[src/hdl/mac_loader_pkg.sv]
`default_nettype none

package mac_loader_pkg;

	// ========================================================================
	// widths
	// ========================================================================
	localparam int HOST_ADDR_W = 25;
	localparam int WORD_ADDR_W = 24;
	localparam int MEM_ADDR_W  = 25;
	localparam int CHIP_ADDR_W = 22;
	// word address inside one image region
	localparam int DIO_A_W     = 21;

	// region bases in words, images sit right after the os rom
	localparam logic [DIO_A_W-1:0] DSK1_BASE = 21'h80000;
	localparam logic [DIO_A_W-1:0] DSK2_BASE = 21'h100000;

	// last word address of a floppy image, 819200 or 409600 bytes
	localparam logic [WORD_ADDR_W-1:0] DS_IMAGE_WORDS = 24'd409600;
	localparam logic [WORD_ADDR_W-1:0] SS_IMAGE_WORDS = 24'd204800;

	// reset stretch in count phases, activity hold in cycles
	localparam int RESET_COUNT = 64;
	localparam int RESET_CNT_W = $clog2(RESET_COUNT + 1);
	localparam int LED_HOLD    = 256;
	localparam int LED_HOLD_W  = $clog2(LED_HOLD + 1);

	// image index codes from the host
	localparam logic [7:0] IDX_ROM  = 8'd0;
	localparam logic [7:0] IDX_DSK1 = 8'd1;
	localparam logic [7:0] IDX_DSK2 = 8'd2;

	// ========================================================================
	// bundles
	// ========================================================================
	typedef struct packed {
		logic                   download;
		logic [7:0]             index;
		logic                   wr;
		logic [HOST_ADDR_W-1:0] addr;
		logic [7:0]             data;
	} host_dl_t;

	typedef struct packed {
		logic [15:0]            data;
		logic [WORD_ADDR_W-1:0] word_addr;
		logic [7:0]             index;
		logic                   write;
	} dio_word_t;

	// chipset side, all strobes active high
	typedef struct packed {
		logic [CHIP_ADDR_W-1:0] addr;
		logic [15:0]            din;
		logic                   uds;
		logic                   lds;
		logic                   rom_oe;
		logic                   ram_oe;
		logic                   ram_we;
		logic                   disk_ack;
	} chip_req_t;

	typedef struct packed {
		logic [MEM_ADDR_W-1:0]  addr;
		logic [15:0]            din;
		logic [1:0]             ds;
		logic                   we;
		logic                   oe;
	} mem_req_t;

endpackage

`default_nettype wire

[src/hdl/disk_activity_led.sv]
`timescale 1ns/100ps
`default_nettype none

module disk_activity_led import mac_loader_pkg::*; (
	input  wire logic       clk_sys,
	input  wire logic       n_reset,
	input  wire logic [1:0] disk_act,
	input  wire logic [1:0] disk_motor,
	input  wire logic       download,
	output logic            user_led
);

	logic [LED_HOLD_W-1:0] hold_cnt;
	logic                  held;

	// short activity pulses get stretched so they are visible
	always_ff @(posedge clk_sys) begin
		if (!n_reset)
			hold_cnt <= '0;
		else if (|disk_act)
			hold_cnt <= LED_HOLD_W'(LED_HOLD);
		else if (hold_cnt != '0)
			hold_cnt <= hold_cnt - 1'b1;
	end

	assign held = (hold_cnt != '0);

	// solid during download, activity blinks against a running motor
	assign user_led = download | (held ^ (|disk_motor));

endmodule

`default_nettype wire

[src/hdl/download_word_buffer.sv]
`timescale 1ns/100ps
`default_nettype none

module download_word_buffer import mac_loader_pkg::*; (
	input  wire logic      clk_sys,
	input  wire logic      n_reset,
	input  wire host_dl_t  host,
	input  wire logic      dio_slot,
	output logic           host_wait,
	output dio_word_t      word
);

	logic [7:0] hi_byte;
	logic       old_slot;

	// ========================================================================
	// byte packing
	// ========================================================================
	// even address holds the high byte, odd address closes the word
	always_ff @(posedge clk_sys) begin
		if (host.download && host.wr) begin
			if (!host.addr[0]) begin
				hi_byte <= host.data;
			end else begin
				word.data      <= {hi_byte, host.data};
				word.word_addr <= host.addr[HOST_ADDR_W-1:1];
				word.index     <= host.index;
			end
		end
	end

	// ========================================================================
	// wait and arm sequence
	// ========================================================================
	always_ff @(posedge clk_sys) begin
		if (!n_reset) begin
			host_wait  <= 1'b0;
			word.write <= 1'b0;
			old_slot   <= 1'b0;
		end else begin
			old_slot <= dio_slot;
			// window just closed with a write in it
			if (old_slot && !dio_slot && word.write) begin
				host_wait  <= 1'b0;
				word.write <= 1'b0;
			end else if (!dio_slot) begin
				// arm only outside the window so a slot is all or nothing
				word.write <= host_wait;
			end
			// a completed word holds the host off
			if (host.download && host.wr && host.addr[0])
				host_wait <= 1'b1;
		end
	end

	// host must respect the wait signal or a word gets overwritten
	a_no_wr_in_wait: assert property (@(posedge clk_sys) disable iff (!n_reset)
		host.wr |-> !host_wait);

endmodule

`default_nettype wire

[src/hdl/floppy_image_detect.sv]
`timescale 1ns/100ps
`default_nettype none

module floppy_image_detect import mac_loader_pkg::*; #(
	parameter logic [7:0] DRIVE_INDEX = IDX_DSK1
) (
	input  wire logic                   clk_sys,
	input  wire logic                   n_reset,
	input  wire logic                   download,
	input  wire logic [7:0]             index,
	input  wire logic [WORD_ADDR_W-1:0] word_addr,
	input  wire logic                   eject,
	output logic                        inserted,
	output logic                        double_sided
);

	logic old_down;
	logic single_sided;

	always_ff @(posedge clk_sys) begin
		if (!n_reset) begin
			old_down     <= 1'b0;
			double_sided <= 1'b0;
			single_sided <= 1'b0;
		end else begin
			old_down <= download;
			// the os clears the drive on eject, wins over a late update
			if (eject) begin
				double_sided <= 1'b0;
				single_sided <= 1'b0;
			end else if (old_down && !download && index == DRIVE_INDEX) begin
				// final word address tells the image size
				double_sided <= (word_addr == DS_IMAGE_WORDS);
				single_sided <= (word_addr == SS_IMAGE_WORDS);
			end
		end
	end

	// unknown sizes leave the drive empty
	assign inserted = double_sided | single_sided;

	a_one_kind: assert property (@(posedge clk_sys) disable iff (!n_reset)
		!(double_sided && single_sided));

endmodule

`default_nettype wire

[src/hdl/mac_loader_top.sv]
`timescale 1ns/100ps
`default_nettype none

module mac_loader_top import mac_loader_pkg::*; (
	input  wire logic        clk_sys,
	input  wire logic        n_reset,
	input  wire host_dl_t    host,
	output logic             host_wait,
	input  wire logic        dio_slot,
	input  wire chip_req_t   chip,
	output logic [15:0]      chip_dout,
	output mem_req_t         mem,
	input  wire logic [15:0] mem_dout,
	input  wire logic [1:0]  disk_eject,
	input  wire logic [1:0]  disk_motor,
	input  wire logic [1:0]  disk_act,
	input  wire logic        host_reset,
	input  wire logic        cpu_reset_out,
	input  wire logic [1:0]  mem_select,
	output logic             sys_run,
	output logic [1:0]       ram_size,
	output logic [1:0]       disk_inserted,
	output logic [1:0]       disk_sides,
	output logic             user_led
);

	dio_word_t word;

	// ========================================================================
	// download path
	// ========================================================================
	download_word_buffer u_buffer (
		.clk_sys   (clk_sys),
		.n_reset   (n_reset),
		.host      (host),
		.dio_slot  (dio_slot),
		.host_wait (host_wait),
		.word      (word)
	);

	// bit 0 is the internal drive, bit 1 the external one
	floppy_image_detect #(.DRIVE_INDEX(IDX_DSK1)) u_detect_int (
		.clk_sys      (clk_sys),
		.n_reset      (n_reset),
		.download     (host.download),
		.index        (host.index),
		.word_addr    (word.word_addr),
		.eject        (disk_eject[0]),
		.inserted     (disk_inserted[0]),
		.double_sided (disk_sides[0])
	);

	floppy_image_detect #(.DRIVE_INDEX(IDX_DSK2)) u_detect_ext (
		.clk_sys      (clk_sys),
		.n_reset      (n_reset),
		.download     (host.download),
		.index        (host.index),
		.word_addr    (word.word_addr),
		.eject        (disk_eject[1]),
		.inserted     (disk_inserted[1]),
		.double_sided (disk_sides[1])
	);

	sdram_port_mux u_mux (
		.download  (host.download),
		.dio_slot  (dio_slot),
		.word      (word),
		.chip      (chip),
		.mem       (mem),
		.mem_dout  (mem_dout),
		.chip_dout (chip_dout)
	);

	// ========================================================================
	// system control
	// ========================================================================
	reset_sequencer u_reset (
		.clk_sys       (clk_sys),
		.n_reset       (n_reset),
		.host_reset    (host_reset),
		.cpu_reset_out (cpu_reset_out),
		.mem_select    (mem_select),
		.sys_run       (sys_run),
		.ram_size      (ram_size)
	);

	disk_activity_led u_led (
		.clk_sys    (clk_sys),
		.n_reset    (n_reset),
		.disk_act   (disk_act),
		.disk_motor (disk_motor),
		.download   (host.download),
		.user_led   (user_led)
	);

endmodule

`default_nettype wire

[src/hdl/reset_sequencer.sv]
`timescale 1ns/100ps
`default_nettype none

module reset_sequencer import mac_loader_pkg::*; (
	input  wire logic       clk_sys,
	input  wire logic       n_reset,
	input  wire logic       host_reset,
	input  wire logic       cpu_reset_out,
	input  wire logic [1:0] mem_select,
	output logic            sys_run,
	output logic [1:0]      ram_size
);

	logic [2:0]             phase;
	logic [RESET_CNT_W-1:0] rst_cnt;
	logic                   rst_src;

	// eight cycle phase counter gives one stretch step per turn
	always_ff @(posedge clk_sys) begin
		if (!n_reset)
			phase <= 3'd0;
		else
			phase <= phase + 3'd1;
	end

	// any of these holds the machine in reset
	assign rst_src = !n_reset | host_reset | cpu_reset_out;

	always_ff @(posedge clk_sys) begin
		if (rst_src) begin
			rst_cnt <= RESET_CNT_W'(RESET_COUNT);
			sys_run <= 1'b0;
		end else if (rst_cnt != '0) begin
			if (phase == 3'd4)
				rst_cnt <= rst_cnt - 1'b1;
			// ram size is only taken while the machine is held
			ram_size <= mem_select + 2'd1;
		end else begin
			sys_run <= 1'b1;
		end
	end

	// a stretch in progress keeps the machine held
	a_held_while_count: assert property (@(posedge clk_sys) disable iff (!n_reset)
		(rst_cnt != '0) |-> !sys_run);

endmodule

`default_nettype wire

[src/hdl/sdram_port_mux.sv]
`timescale 1ns/100ps
`default_nettype none

module sdram_port_mux import mac_loader_pkg::*; (
	input  wire logic        download,
	input  wire logic        dio_slot,
	input  wire dio_word_t   word,
	input  wire chip_req_t   chip,
	output mem_req_t         mem,
	input  wire logic [15:0] mem_dout,
	output logic [15:0]      chip_dout
);

	logic               download_cycle;
	logic [DIO_A_W-1:0] dio_a;
	logic [15:0]        disk_byte;

	// the download owns the port only inside its slot
	assign download_cycle = download & dio_slot;

	// ========================================================================
	// region mapping
	// ========================================================================
	always_comb begin
		case (word.index)
			IDX_ROM:  dio_a = word.word_addr[DIO_A_W-1:0];
			IDX_DSK1: dio_a = DSK1_BASE + word.word_addr[DIO_A_W-1:0];
			default:  dio_a = DSK2_BASE + word.word_addr[DIO_A_W-1:0];
		endcase
	end

	// ========================================================================
	// request mux
	// ========================================================================
	// download region sits above the chipset space, rom select above ram
	assign mem.addr = download_cycle ? {4'b0001, dio_a}
	                                 : {3'b000, chip.rom_oe, chip.addr[CHIP_ADDR_W-1:1]};
	assign mem.din  = download_cycle ? word.data : chip.din;
	assign mem.ds   = download_cycle ? 2'b11 : {chip.uds, chip.lds};
	assign mem.we   = download_cycle ? word.write : chip.ram_we;
	assign mem.oe   = download_cycle ? 1'b0 : (chip.ram_oe | chip.rom_oe);

	// ========================================================================
	// read data
	// ========================================================================
	// disk images are byte wide, pick the byte and copy it to both halves
	assign disk_byte = chip.addr[0] ? {mem_dout[7:0], mem_dout[7:0]}
	                                : {mem_dout[15:8], mem_dout[15:8]};

	// chipset sees an idle bus while the loader has the slot
	assign chip_dout = download_cycle ? 16'hffff
	                 : chip.disk_ack  ? disk_byte
	                 : mem_dout;

endmodule

`default_nettype wire

[config.mk]
export PLATFORM = sky130hd
export DESIGN_NAME = mac_loader_top
export DESIGN_NICKNAME = d
export VERILOG_FILES = /design/src/hdl/mac_loader_pkg.sv /design/src/hdl/disk_activity_led.sv /design/src/hdl/download_word_buffer.sv /design/src/hdl/floppy_image_detect.sv /design/src/hdl/mac_loader_top.sv /design/src/hdl/reset_sequencer.sv /design/src/hdl/sdram_port_mux.sv
export SDC_FILE = /design/constraint.sdc
export NUM_CORES = 1
export LEC_CHECK = 0
export ABC_AREA = 1
export BUFFER_PORTS_ARGS = -buffer_cell sky130_fd_sc_hd__buf_2
export CAP_MARGIN = 20
export CORE_ASPECT_RATIO = 0.5
export CORE_MARGIN = 4
export CORE_UTILIZATION = 49
export CTS_CLUSTER_DIAMETER = 80
export CTS_CLUSTER_SIZE = 40
export DETAILED_ROUTE_END_ITERATION = 10
export PLACE_DENSITY_LB_ADDON = 0.15
export SYNTH_ARGS = -nofsm -noshare
export SYNTH_HDL_FRONTEND = slang
export SYNTH_HIERARCHICAL = 1
export SYNTH_SLANG_ARGS = --single-unit
[constraint.sdc]
create_clock -name clk_sys -period 2.3 [get_ports clk_sys]
set_clock_uncertainty 0.2 [all_clocks]
set_input_delay 0.46 -clock clk_sys [delete_from_list [all_inputs] [get_ports clk_sys]]
set_output_delay 0.46 -clock clk_sys [all_outputs]
set_load 0.02 [all_outputs]
# After elaboration in Yosys (flattened, before gate mapping)
# Cells that the tools add are included.
# totals
reg_bits	86
latchBits	0
ram_bits	0
mem_bits_ro	0
inputBits	116
output_inout_bits	70
n_memories	0
# op_classes
addsub	6
mul	0
div_mod_pow	0
n_lt_le_gt_ge	0
eq_ne	6
shift	0
mux	13
n_bitwise	11
n_reduce_logical	25
# op_table
operator	n
two-way mux 16 bit	4
one-hot mux 21 bit (2 select lines)	1
== test 24 x 18 -> 1 bit (second input constant)	1
== test 24 x 19 -> 1 bit (second input constant)	1
two-way mux 22 bit	1
adder 20 x 21 -> 21 bit (first input constant)	1
adder 21 bit (first input constant)	1
two-way mux 9 bit	2
== test 8 x 1 -> 1 bit (second input constant)	2
OR reduction 2 bit	5
nonzero test 9 bit	1
subtractor 9 x 1 -> 9 bit (second input constant)	1
== test 8 x 2 -> 1 bit (second input constant)	1
logical NOT 8 bit	1
AND reduction 2 bit	4
logical AND 1 bit	7
nonzero test 7 bit	1
subtractor 7 x 1 -> 7 bit (second input constant)	1
bitwise OR 1 bit	6
two-way mux 1 bit	4
nonzero test 2 bit	2
adder 3 x 1 -> 3 bit (second input constant)	1
== test 3 bit (second input constant)	1
logical NOT 1 bit	3
6 further kinds	8

# Logic depth before layout (Yosys ltp)
# depth
depth_word	5
ltp_mapped	9
mapped_depth_nobuf	9

# By module
# Netlist, hierarchy kept.
# by_module_without_submodules
mod	instances	cells_each	area_per_inst_um2	seq_area_each_um2
download_word_buffer	1	75	1818.0	1741.7
sdram_port_mux	1	224	957.2	0.0
reset_sequencer	1	86	673.1	280.3
floppy_image_detect	2	61	286.5	60.1
disk_activity_led	1	82	553.0	180.2

# Least setup slack after synthesis
# Ideal clock, no wire load.
# synth_timing
kind	input port to flip-flop
from	input port host[42] in the netlist's numbering
to	register u_buffer/word[10] (netlist name)
setup_time_ns	0.390
t_arrival_ns	1.293
required_time_ns	1.710
path_slack_ns	0.417
stages	2
n_path_buf	0
cell_sequence	nand2_1 > nor2_4
# synth_between
elab_chain_len	2
# synth_lines
element	line_no	text
start, declared	mac_loader_top.sv:7	input wire host_dl_t host,
logical AND 1 bit	download_word_buffer.sv:21	if (host.download && host.wr) begin
AND reduction 2 bit (no source line)	--	
# Every way passes these cells.
# A chain may end at the register's enable or synchronous reset.

# Worst setup path after layout
# layout_timing
from	register u_led.hold_cnt[0]
to	output port user_led
# layout_between
elab_chain_len	3
# layout_lines
element	line_no	text
start, declared	disk_activity_led.sv:13	logic [LED_HOLD_W-1:0] hold_cnt;
start signal, assigned	disk_activity_led.sv:21	hold_cnt <= LED_HOLD_W'(LED_HOLD);
start signal, assigned	disk_activity_led.sv:23	hold_cnt <= hold_cnt - 1'b1;
nonzero test 9 bit	disk_activity_led.sv:26	assign held = (hold_cnt != '0);
XOR 1 bit	disk_activity_led.sv:29	assign user_led = download | (held ^ (|disk_motor));
bitwise OR 1 bit	disk_activity_led.sv:29	
end, declared	mac_loader_top.sv:24	output logic user_led
# Every way passes these cells.

==> flow_summary.yaml <==
outcome:
  status: "completed"
global_routing:
  overflow: 0
  grt_pass1_vias: 3796
  grt_pass1_wl_um: 17400
  track_usage_pct: 19.6
  grt_use_met2_pct: 36.6
  antenna_found_initial: 0
  grt_max_degree: 53
  met3_usage_pct: 4.83
  busiest_layer: "met2"
  met1_usage_pct: 22.7
placed_design:
  io_buffers: 182
  hpwl_um: 8540
  gp_congestion: 0.864
critical_path:
  cp_top_family: "simple AND/OR/NAND/NOR gates"
  rrSetupSlack_ns: 0.71
  path_cells: "inv_2 -> ha_2 -> nand2_2 -> inv_4 -> nand2_4 -> nor2_8 -> nand2_1 -> nand3_2 -> buf_2"
  critPathKind: "reg2out"
  critPathBufInv: 3
  cp-start-kind: "flip-flop"
  critPathRequiredTime_ns: 1.64
  cpMaxStageDelayCell: "dfxtp_1"
  cpPeakStageDelay_ns: 0.30
  crit_path_max_fanout: 4
  endpoint_kind: "output pin"
  cp.arrival_ns: 1.56
sta:
  fmaxAchievable_ghz: 0.451
  hold_ws_ns: 0.104
  tns_ns: 0
  slew_violations: 0
  period_share_pct: 96.4
  setup_viol: 0
  hold_viol: 0
  layout_min_cycle_time_ns: 2.22
final_layout:
  postLayoutCoreUtil_pct: 66.9
  insertedDiodeCount: 0
  drive_gt1_share_pct: 31.2
  fin_nets: 897
  seqCellArea_um2: 2320
  fillers: 785
  final_cell_mix: "224 x nand2_1, 181 x buf_2, 93 x nor2_1"
  final_common_cell: "nand2_1"
  multiInputGateArea_um2: 1910
  syn2layout_area_growth_pct: 30.1
clock_tree:
  htreeDepth: 3
  cts_tree: "yes"
  clkSlewWorstSetupHoldPaths_ns: 0.06
  worstSkewPairLatency_ns: 0.33
  cts_root_buffer: "clkbuf_16"
  clock_sinks: 87
  cts_buffers: 9
  cts_buffer_depth: 2
run:
  cap_violations: 0
pwr:
  vdd_drop_max_mv: 0.417
  p_leak_nw: 2.98
  p_per_area_nw_per_um2: 667
drt:
  drt-pass1-iter-count: 4
  dr_total_vias: 4163
  wire_per_inst_um: 12.4
  via_per_inst: 4.64
  wl_um: 11200
  ant_nets: 0
  remaining_drc_errors: 0
  drtIter0Drc: 215
yosys:
  yosysSeqAreaShare_pct: 50.8
  synthCells: 589
  netlist_area_um2: 4570
  yosys_warnings: 6
  syn_avg_cell_area_um2: 7.77
  synth.distinct_cells: 35
  ys_ff_latch: 87
die:
  initial_core_util_pct: 51.5
  die_w_um: 145
  row_count: 24
  chipHeight_um: 76.3
  io_pins: 186
  core_um2: 8890
  die_area_um2: 11000
min_path:
  worst_hold_path_type: "in2reg"
## synth_stat cells
cell type	count	share of area, %
nand2_1	226	19
nor2_1	94	7.7
edfxtp_1	58	38
inv_1	58	4.8
dfxtp_1	29	13
nand3_1	27	3.0
o21ai_1	11	1.2
a21oi_1	9	0.98
nor2_2	7	0.96
buf_2	6	0.66
buf_4	6	0.98
inv_2	6	0.49
nand2_2	6	0.82
ha_1	5	1.4
nand3b_1	5	0.82
nor2_4	4	0.98
nand2_4	3	0.74
nand3_2	3	0.66
o21ai_0	3	0.33
buf_6	2	0.49
inv_4	2	0.27
nor3_1	2	0.22
or2_0	2	0.27
or2_2	2	0.27
xnor2_1	2	0.38
xor2_1	2	0.38
a21boi_1	1	0.16
a21oi_2	1	0.19
buf_8	1	0.33
clkinv_1	1	0.082
conb_1	1	0.082
nand4_1	1	0.14
nor2_8	1	0.44
o21bai_4	1	0.41
or2_1	1	0.14
## routing by layer
| metal | vias up | share of wire [%] |
|---|---|---|
| li1 | 2200 | - |
| met1 | 1855 | 41 |
| met2 | 101 | 53 |
| met3 | 7 | 5.5 |
| met4 | 0 | 0.60 |
| met5 | - | 0 |
## stage by stage
step	std cells	worst slack (ns)	power, W	instance area, um2
floorplan	591	0.417	0.00225	4580
global placement	881	0.271	0.00249	5610
detailed placement	881	0.209	0.00251	5610
CTS	897	0.0510	0.00401	5920
global route	898	-0.0290	0.00416	5950
finish	898	0.0836	0.00397	5950
## report_power, final
| group | internal, W | total [W] | switching, W | leakage (nW) |
|---|---|---|---|---|
| Sequential | 0.00174 | 0.00178 | 0.0000400 | 0.769 |
| Clock | 0.000934 | 0.00149 | 0.000552 | 0.155 |
| Combinational | 0.000272 | 0.000703 | 0.000431 | 2.06 |
| Total | 0.00294 | 0.00397 | 0.00102 | 2.98 |
## what timing repair did
| action | CTS | global route |
|---|---|---|
| endpoints found under the setup margin | 0 | 2 |
| buffers inserted | 0 | 1 |
| gates resized for setup | 0 | 8 |
| hold buffers | 0 | 0 |
## cells by family after synthesis
kind of cell    share of synthesized area (%)
flops                                    50.8
xor+xnor                                0.766
buf+inv                                  8.07
other cells                            0.0820
compound gates                           3.28
fa+ha+maj                                1.37
simple gates                             35.7
## area by class of cell
cell class              instances  share of cell area [%]
flip-flops and latches         87                    39.0
multi-input cells             422                    32.1
repair buffers                189                    16.9
clock buffers                  13                    4.56
inverters                      67                    4.31
well taps                     117                    2.46
clock inverters                 3                   0.673
## flip-flops by register name (all words and copies together) (netlist names)
register                   flops
u_reset/rst_cnt                7
u_detect_ext/old_down          1
u_detect_int/old_down          1
u_reset/sys_run                1
u_reset/ram_size               2
u_buffer/hi_byte               8
u_led/hold_cnt                 9
u_detect_ext/single_sided      1
u_detect_int/double_sided      1
u_reset/phase                  3
u_detect_int/single_sided      1
u_detect_ext/double_sided      1
u_buffer/old_slot              1
u_buffer/host_wait             1
u_buffer/word                 49
## worst paths after layout
path | startpoint | end | cells after the start
min | host[15] | u_buffer/word[15]$_DFFE_PP_ | 1
max reg2reg | u_reset/rst_cnt[0]$_SDFFE_PP0P_ | u_reset/ram_size[0]$_DFFE_PP_ | 5
max | u_led/hold_cnt[0]$_SDFFE_PP0P_ | user_led | 9
min reg2reg | u_buffer/hi_byte[2]$_DFFE_PP_ | u_buffer/word[43]$_DFFE_PP_ | 0
## worst register-to-register path: cells and delay by family (launching register included)
kind | cells | cell delay, ns
simple gates | 3 | 0.40
flops | 1 | 0.32
fa+ha+maj | 1 | 0.24
buf+inv | 1 | 0.11
No activity file was read; power rests on OpenSTA's default activity.
